File: src/hdl/exe_pkg.sv
// widths, operation and selector codes and bundle structs shared by the execute stage rtl
package exe_pkg;

	// default datapath width, modules take it as their DATA_W default
	localparam int DATA_W = 32;

	// one data word
	typedef logic [DATA_W-1:0] xlen_t;
	// architectural register index
	typedef logic [4:0] reg_idx_t;
	// shift amount, low bits of the second operand
	typedef logic [4:0] shamt_t;

	// alu operation codes
	typedef logic [3:0] alu_op_t;
	localparam alu_op_t OP_ADD   = 4'b0000;
	localparam alu_op_t OP_SUB   = 4'b0001;
	localparam alu_op_t OP_SLL   = 4'b0010;
	localparam alu_op_t OP_SLT   = 4'b0011;
	localparam alu_op_t OP_SLTU  = 4'b0100;
	localparam alu_op_t OP_XOR   = 4'b0101;
	localparam alu_op_t OP_SRL   = 4'b0110;
	localparam alu_op_t OP_SRA   = 4'b0111;
	localparam alu_op_t OP_OR    = 4'b1000;
	localparam alu_op_t OP_AND   = 4'b1001;
	// second operand straight through, used for lui
	localparam alu_op_t OP_PASS2 = 4'b1010;

	// first operand source
	typedef logic [1:0] src1_sel_t;
	localparam src1_sel_t SRC1_ZERO = 2'b00;
	localparam src1_sel_t SRC1_REG1 = 2'b01;
	localparam src1_sel_t SRC1_PC   = 2'b10;

	// second operand source
	typedef logic [1:0] src2_sel_t;
	localparam src2_sel_t SRC2_ZERO = 2'b00;
	localparam src2_sel_t SRC2_REG2 = 2'b01;
	localparam src2_sel_t SRC2_IMM  = 2'b10;
	// link value offset for jal/jalr
	localparam src2_sel_t SRC2_FOUR = 2'b11;

	// branch condition
	typedef logic [2:0] br_type_t;
	localparam br_type_t BR_NONE = 3'd0;
	localparam br_type_t BR_EQ   = 3'd1;
	localparam br_type_t BR_NE   = 3'd2;
	localparam br_type_t BR_LT   = 3'd3;
	localparam br_type_t BR_GE   = 3'd4;
	localparam br_type_t BR_LTU  = 3'd5;
	localparam br_type_t BR_GEU  = 3'd6;
	// unconditional, jal and jalr
	localparam br_type_t BR_JUMP = 3'd7;

	// target base, pc for jal/branches, reg1 for jalr
	typedef logic tgt_sel_t;
	localparam tgt_sel_t TGT_PC   = 1'b0;
	localparam tgt_sel_t TGT_REG1 = 1'b1;

	// decoded bundle handed to execute
	typedef struct packed {
		xlen_t     pc;
		xlen_t     reg1;
		xlen_t     reg2;
		xlen_t     imm;
		alu_op_t   alu_op;
		src1_sel_t src1_sel;
		src2_sel_t src2_sel;
		br_type_t  br_type;
		tgt_sel_t  tgt_sel;
		logic      wd;
		reg_idx_t  wreg;
	} exe_req_t;

	// execute result toward memory/write-back
	typedef struct packed {
		xlen_t    alu_result;
		logic     redirect;
		xlen_t    target;
		logic     wd;
		reg_idx_t wreg;
	} exe_rsp_t;

endpackage
File: src/hdl/exe_top.sv
// execute stage top with issue and result registers; the unit the core pipeline instantiates
module exe_top #(
	parameter int DATA_W = exe_pkg::DATA_W
) (
	input  logic              clk_i,
	input  logic              rst_i,
	input  logic              valid_i,
	input  exe_pkg::exe_req_t req_i,
	output logic              valid_o,
	output exe_pkg::exe_rsp_t rsp_o
);

	// issue slot
	logic              issue_valid;
	exe_pkg::exe_req_t issue_req;
	// combinational result of the stage
	exe_pkg::exe_rsp_t stage_rsp;

	// issue register
	// bundle only loads on a strobe, valid bit every edge
	always_ff @(posedge clk_i) begin
		if (valid_i) begin
			issue_req <= req_i;
		end
		if (rst_i) begin
			issue_valid <= 1'b0;
		end else begin
			issue_valid <= valid_i;
		end
	end

	exe_stage #(
		.DATA_W (DATA_W)
	) exe_stage_i (
		.req_i (issue_req),
		.rsp_o (stage_rsp)
	);

	// result register
	always_ff @(posedge clk_i) begin
		// data fields, meaningless while valid_o is low
		rsp_o.alu_result <= stage_rsp.alu_result;
		rsp_o.target     <= stage_rsp.target;
		rsp_o.wreg       <= stage_rsp.wreg;
		if (rst_i) begin
			valid_o        <= 1'b0;
			rsp_o.redirect <= 1'b0;
			rsp_o.wd       <= 1'b0;
		end else begin
			valid_o <= issue_valid;
			// stale bundle in the issue slot must not redirect or write
			rsp_o.redirect <= issue_valid & stage_rsp.redirect;
			rsp_o.wd       <= issue_valid & stage_rsp.wd;
		end
	end

	// every issued bundle reaches the output on the next edge
	// with its own write-back fields carried through the stage
	a_valid_follows: assert property (@(posedge clk_i) disable iff (rst_i)
		issue_valid |=> valid_o && rsp_o.wd == $past(issue_req.wd) &&
			rsp_o.wreg == $past(issue_req.wreg))
		else $error("issued bundle did not reach the output with its write-back fields");

	// no fetch redirect without a result behind it
	// and only a branch or jump may redirect
	a_no_idle_redirect: assert property (@(posedge clk_i) disable iff (rst_i)
		rsp_o.redirect |-> valid_o && $past(issue_req.br_type) != exe_pkg::BR_NONE)
		else $error("redirect high without a valid branch or jump behind it");

	// write to x0 is legal, e.g. jalr x0 for a return
	// flagged so the write-back side can be checked for ignoring it
	c_wd_x0: cover property (@(posedge clk_i) disable iff (rst_i)
		valid_o && rsp_o.wd && (rsp_o.wreg == '0))
		$warning("result writes register x0");

endmodule

File: src/hdl/exe_stage.sv
// combinational execute: operand muxes, alu, branch decision and target; used in exe_top
module exe_stage #(
	parameter int DATA_W = exe_pkg::DATA_W
) (
	input  exe_pkg::exe_req_t req_i,
	output exe_pkg::exe_rsp_t rsp_o
);

	exe_pkg::xlen_t src1;
	exe_pkg::xlen_t src2;
	exe_pkg::xlen_t alu_result;
	// base and sum of the branch/jump target adder
	exe_pkg::xlen_t tgt_base;
	exe_pkg::xlen_t tgt_sum;
	logic           eq;
	logic           lt;
	logic           ltu;
	logic           taken;
	// one of the six compare branches
	logic           is_cond_br;

	// first operand
	always_comb begin
		case (req_i.src1_sel)
			exe_pkg::SRC1_REG1: src1 = req_i.reg1;
			exe_pkg::SRC1_PC:   src1 = req_i.pc;
			default:            src1 = '0;
		endcase
	end

	// second operand, four gives the link address
	always_comb begin
		case (req_i.src2_sel)
			exe_pkg::SRC2_REG2: src2 = req_i.reg2;
			exe_pkg::SRC2_IMM:  src2 = req_i.imm;
			exe_pkg::SRC2_FOUR: src2 = exe_pkg::xlen_t'(4);
			default:            src2 = '0;
		endcase
	end

	alu #(
		.DATA_W (DATA_W)
	) alu_i (
		.src1_i   (src1),
		.src2_i   (src2),
		.op_i     (req_i.alu_op),
		.result_o (alu_result),
		.eq_o     (eq),
		.lt_o     (lt),
		.ltu_o    (ltu)
	);

	// branch decision from the alu flags
	// flags compare reg1 against reg2 for branches
	always_comb begin
		case (req_i.br_type)
			exe_pkg::BR_EQ:   taken = eq;
			exe_pkg::BR_NE:   taken = ~eq;
			exe_pkg::BR_LT:   taken = lt;
			exe_pkg::BR_GE:   taken = ~lt;
			exe_pkg::BR_LTU:  taken = ltu;
			exe_pkg::BR_GEU:  taken = ~ltu;
			exe_pkg::BR_JUMP: taken = 1'b1;
			default:          taken = 1'b0;
		endcase
	end

	assign is_cond_br = (req_i.br_type != exe_pkg::BR_NONE) &&
		(req_i.br_type != exe_pkg::BR_JUMP);

	// separate adder, the alu is busy with the link value on jumps
	assign tgt_base = (req_i.tgt_sel == exe_pkg::TGT_REG1) ? req_i.reg1 : req_i.pc;
	assign tgt_sum  = tgt_base + req_i.imm;

	always_comb begin
		rsp_o.alu_result = alu_result;
		rsp_o.redirect   = taken;
		rsp_o.target     = tgt_sum;
		// jalr drops bit 0 of the sum
		if (req_i.tgt_sel == exe_pkg::TGT_REG1) begin
			rsp_o.target[0] = 1'b0;
		end
		// write-back fields ride along untouched
		rsp_o.wd   = req_i.wd;
		rsp_o.wreg = req_i.wreg;
	end

	// decoder must route both registers into the alu for a compare branch,
	// otherwise the flags compare the wrong values
	always_comb begin
		if (is_cond_br) begin
			a_cond_br_regs: assert (req_i.src1_sel == exe_pkg::SRC1_REG1 &&
				req_i.src2_sel == exe_pkg::SRC2_REG2)
				else $error("conditional branch decoded without reg1/reg2 operands");
		end
	end

endmodule

File: src/hdl/alu.sv
// rv32i integer alu with compare flags from one subtractor; instantiated by exe_stage
module alu #(
	parameter int DATA_W = exe_pkg::DATA_W
) (
	input  exe_pkg::xlen_t   src1_i,
	input  exe_pkg::xlen_t   src2_i,
	input  exe_pkg::alu_op_t op_i,
	output exe_pkg::xlen_t   result_o,
	output logic             eq_o,
	output logic             lt_o,
	output logic             ltu_o
);

	// shift amount width follows the package type
	localparam int SH_W = $bits(exe_pkg::shamt_t);

	// extra top bit holds the borrow
	logic [DATA_W:0]   diff;
	logic [DATA_W-1:0] sum;
	// signed overflow of src1 - src2
	logic              ovf;
	exe_pkg::shamt_t   shamt;

	assign sum  = src1_i + src2_i;
	assign diff = {1'b0, src1_i} - {1'b0, src2_i};

	// only the low bits shift, as rv32i wants
	assign shamt = src2_i[SH_W-1:0];

	// zero difference means equal
	assign eq_o  = (diff[DATA_W-1:0] == '0);
	// borrow out means unsigned less
	assign ltu_o = diff[DATA_W];

	// overflow when the signs differ
	// and the difference lands on the sign of src2
	assign ovf = (src1_i[DATA_W-1] ^ src2_i[DATA_W-1]) &
		(diff[DATA_W-1] ^ src1_i[DATA_W-1]);

	// sign of the true difference
	assign lt_o = diff[DATA_W-1] ^ ovf;

	always_comb begin
		case (op_i)
			exe_pkg::OP_ADD: begin
				result_o = sum;
			end
			exe_pkg::OP_SUB: begin
				// same subtractor as the flags
				result_o = diff[DATA_W-1:0];
			end
			exe_pkg::OP_SLL: begin
				result_o = src1_i << shamt;
			end
			exe_pkg::OP_SRL: begin
				result_o = src1_i >> shamt;
			end
			exe_pkg::OP_SRA: begin
				// sign fill from bit 31
				result_o = $signed(src1_i) >>> shamt;
			end
			exe_pkg::OP_SLT: begin
				result_o = exe_pkg::xlen_t'(lt_o);
			end
			exe_pkg::OP_SLTU: begin
				result_o = exe_pkg::xlen_t'(ltu_o);
			end
			exe_pkg::OP_XOR: begin
				result_o = src1_i ^ src2_i;
			end
			exe_pkg::OP_OR: begin
				result_o = src1_i | src2_i;
			end
			exe_pkg::OP_AND: begin
				result_o = src1_i & src2_i;
			end
			exe_pkg::OP_PASS2: begin
				// lui path, src1 is ignored
				result_o = src2_i;
			end
			default: begin
				// unused op codes give zero
				result_o = '0;
			end
		endcase
	end

endmodule

File: config.mk
export PLATFORM = sky130hd
export DESIGN_NAME = exe_top
export DESIGN_NICKNAME = d
export VERILOG_FILES = /design/src/hdl/exe_pkg.sv /design/src/hdl/exe_top.sv /design/src/hdl/exe_stage.sv /design/src/hdl/alu.sv
export SDC_FILE = /design/constraint.sdc
export NUM_CORES = 1
export LEC_CHECK = 0
export BUFFER_PORTS_ARGS = -buffer_cell sky130_fd_sc_hd__buf_2
export CAP_MARGIN = 20
export CORE_UTILIZATION = 35
export DETAILED_ROUTE_END_ITERATION = 8
export PLACE_DENSITY_LB_ADDON = 0.08
export SLEW_MARGIN = 15
export SYNTH_ARGS = -nofsm -noshare
export SYNTH_HDL_FRONTEND = slang
export SYNTH_HIERARCHICAL = 1
export SYNTH_SLANG_ARGS = --single-unit
File: constraint.sdc
create_clock -name clk_i -period 10.24 [get_ports clk_i]
set_input_delay 2.048 -clock clk_i [delete_from_list [all_inputs] [get_ports clk_i]]
set_output_delay 2.048 -clock clk_i [all_outputs]
set_load 0.005 [all_outputs]
==> out/summary.md <==
The run finished with clean final reports. The number of H-tree branching levels was 1; the routability-driven placement congestion ratio was 1.02. The clock passes through at most 3 buffers.

The logs give 105000 um for the global-route wire length before repair and 32300 um for the detailed route wirelength on metal2. The area of the die is 51700 um2, and the CTS clock-pin slew for the worst setup and hold paths is 0.06 ns. The tools report the number of top-level pins as 221. The area overhead of the layout relative to synthesis was 15.0%. For the pin with the worst max-slew slack, the measured transition is 1.03 ns. The count of clock tree sinks came out at 219.

The netlist uses 103 different library cells. The placeable core region is 50100 um2. The mapped netlist covers 17800 um2. The total overflow left after global routing is 0. The via count of the first global-routing pass was 15900; the post-detailed-route count of antenna-violating nets was 0. The tools report the required time of the critical path as 10.70 ns.

The floorplan has 82 rows. The pre-antenna-repair detailed-routing pass consisted of 6 iterations. TritonCTS built the clock tree. The delay of the slowest critical-path stage is 0.51 ns, and the half-perimeter wire length after placement is 55900 um. Clock skew on the completed layout was measured at 0.0149 ns. Data on the critical path arrives at its endpoint at 8.44 ns.

The synthesized design spends more area on one cell type than any other, namely sky130_fd_sc_hd__edfxtp_1. The multi-input combinational cells in the finished layout cover a total of 11000 um2. In the final routing, the length of wire on met1 measures 33100 um. The cell repeated most along the worst path is sky130_fd_sc_hd__a21oi_1.

CTS placed an instance of sky130_fd_sc_hd__clkbuf_16 at the clock tree root. A synthesized cell averages 9.01 um2. Setup repair after global routing left no endpoint under its margin. The logs give 0.355 for the initial cell density of the core and 4610 um for the met3 routed wirelength. The port buffer count was 220; the vias after detailed routing was 16600. In the synthesized netlist, the number of instances is 1971.

TritonCTS created 26 clock buffers. In this run the power density over the cells is 174 nW/um2. The share of flip-flops with an asynchronous set or reset after synthesis was 0; the final-report hold violation count was 0. The number of slew-limit violations in the final report was 0; the post-route fraction of the period consumed by the critical path was 0.780.

After the last flow step, the layout net total stands at 2413. The type of the worst setup path is reg2reg. Ranked by instance count, the synthesized netlist is headed by sky130_fd_sc_hd__nor2_1 (211), sky130_fd_sc_hd__edfxtp_1 (146), sky130_fd_sc_hd__a21oi_1 (140). From left edge to right edge, the die measures 227 um. The run gives 0.329 as the sequential element share of the synthesized area. The first routing iteration left 1748 violations. The layout has 5165 filler cells. The logs give 125 MHz for the highest attainable clock frequency and 91 for the largest net degree at the start of global routing.

By area the synthesized netlist is led by sky130_fd_sc_hd__edfxtp_1 (25%), sky130_fd_sc_hd__ha_1 (9.2%), sky130_fd_sc_hd__dfxtp_1 (8.2%). Number of warnings issued by yosys: 6. The share of final-layout standard cells stronger than drive strength 1 came out at 0.199. The type of the worst min-delay path is reg2reg. In the final routed layout, each cell accounts on average for 25.5 um. In the routed layout, each cell is associated on average with a via count of 5.87.

Signal routing reaches up to met4. Registers take 5850 um2. The final core area utilization is 0.408. The logs give 0.342 ns for the worst hold-check slack and 0.131 mV for the largest vdd supply drop. In this run, synthesis produced a sequential element count of 219. The number of antenna violations at the first check in global routing came out at 0.

The DRC violation count after routing was 0; the minimum period implied by the final worst setup slack was 7.99 ns. The most used standard cell by instance count after synthesis was sky130_fd_sc_hd__nor2_1. The share of Yosys cell area claimed by the top area cell type was 0.247.

For this run, the leading register cell type out of synthesis is sky130_fd_sc_hd__edfxtp_1. The logs give 0 for the hold-fix buffer count after cts and 2254 for the number of nets produced by synthesis. The max-slew headroom at the worst pin was 0.313. The run gives 71900 um as the routed wire length. Along the worst path, the maximum fanout reaches 47. STA classifies the critical path startpoint as a flip-flop. Clock latency on the worst-skew pair, taken at its later pin, is 0.57 ns.

The kind of capture point of the worst setup path is a flip-flop. The cell with the largest stage delay on the worst path is sky130_fd_sc_hd__fa_1. The number of antenna diodes in the final layout is 0. Buffers added to address setup during post-CTS repair amount to 0.

The worst register-to-register path has a setup slack of 2.25 ns. From bottom edge to top edge, the die measures 227 um. The number of flops mapped to enable cells by yosys is 146.

For the final routed database, the setup TNS stands at 0 ns. The number of maximum-capacitance constraint violations was 0; the reported leakage power was 8.14 nW. The post-cts gate resize count was 0; the total routing resource utilization after global routing was 0.274. For the number of setup violations in the final report, the log shows 0.
==> area by class of cell <==
| class | instances | area share |
|---|---|---|
| well taps | 672 | 0.0412 |
| repair buffers | 266 | 0.0711 |
| flip-flops and latches | 219 | 0.286 |
| inverters | 108 | 0.0198 |
| clock buffers | 34 | 0.0368 |
| multi-input cells | 1509 | 0.537 |
| clock inverters | 14 | 0.00778 |
==> registers in the layout, summed over array words and instances (netlist names) <==
signal,flops
valid_o,1
issue_req,146
issue_valid,1
rsp_o,71
==> per-stage QoR <==
stage | total power, W | cell area [um2] | setup slack, ns | cells
2_1_floorplan | 0.00205 | 17800 | 3.28 | 1971
3_3_place_gp | 0.00257 | 19500 | 2.70 | 2774
3_5_place_dp | 0.00257 | 19500 | 2.32 | 2774
4_1_cts | 0.00357 | 20400 | 2.29 | 2822
5_1_grt | 0.00374 | 20400 | 1.52 | 2822
6_report | 0.00356 | 20400 | 2.25 | 2822
==> cell families after synthesis <==
family,after synthesis,synth area share
mux,119,0.0901
simple gates,543,0.144
xor+xnor,56,0.0276
fa+ha+maj,134,0.0961
compound gates,657,0.257
flops,219,0.329
buf+inv,243,0.0566
==> cell usage in the layout, fill, tap and decap left out, drive strengths merged, types with 29 or more instances in the layout <==
cell type / netlist / final
buf: 57 / 266
nor2: 212 / 212
o21ai: 149 / 149
edfxtp: 146 / 146
a21oi: 143 / 143
ha: 130 / 130
nand2: 127 / 127
inv: 106 / 107
dfxtp: 73 / 73
a22oi: 54 / 54
mux2i: 52 / 52
xnor2: 41 / 41
a22o: 39 / 39
mux2: 38 / 38
clkbuf: 78 / 34
nand3: 32 / 32
mux4: 29 / 29
nor2b: 29 / 29
==> metal layers <==
metal / GRT usage / vias to the layer above
met5: 0 / -
met4: 0.0758 / 0
met3: 0.0364 / 80
met2: 0.428 / 635
met1: 0.394 / 8136
li1: - / 7701
==> worst paths after layout <==
kind / end / cells after the start / startpoint
max: rsp_o[38] / 33 / issue_req[11]
min: rsp_o[2] / 0 / issue_req[2]
max reg2reg: rsp_o[38] / 33 / issue_req[11]
min reg2reg: rsp_o[2] / 0 / issue_req[2]
==> power breakdown <==
group          internal [W]  switching, W  total [W]
sequential          0.00108     0.0000574    0.00114
clock              0.000592      0.000389   0.000981
combinational      0.000522      0.000917    0.00144
total               0.00220       0.00136    0.00356
==> critical path, delay by kind of cell (launching register included) <==
family,cells,cell delay (ns)
AO/OA/AOI/OAI,14,2.43
buffers and inverters,3,0.99
flip-flops,1,0.40
adder cells (fa/ha/maj),2,1.00
AND/OR/NAND/NOR,14,3.06
Power figures use the tool's default switching activity.
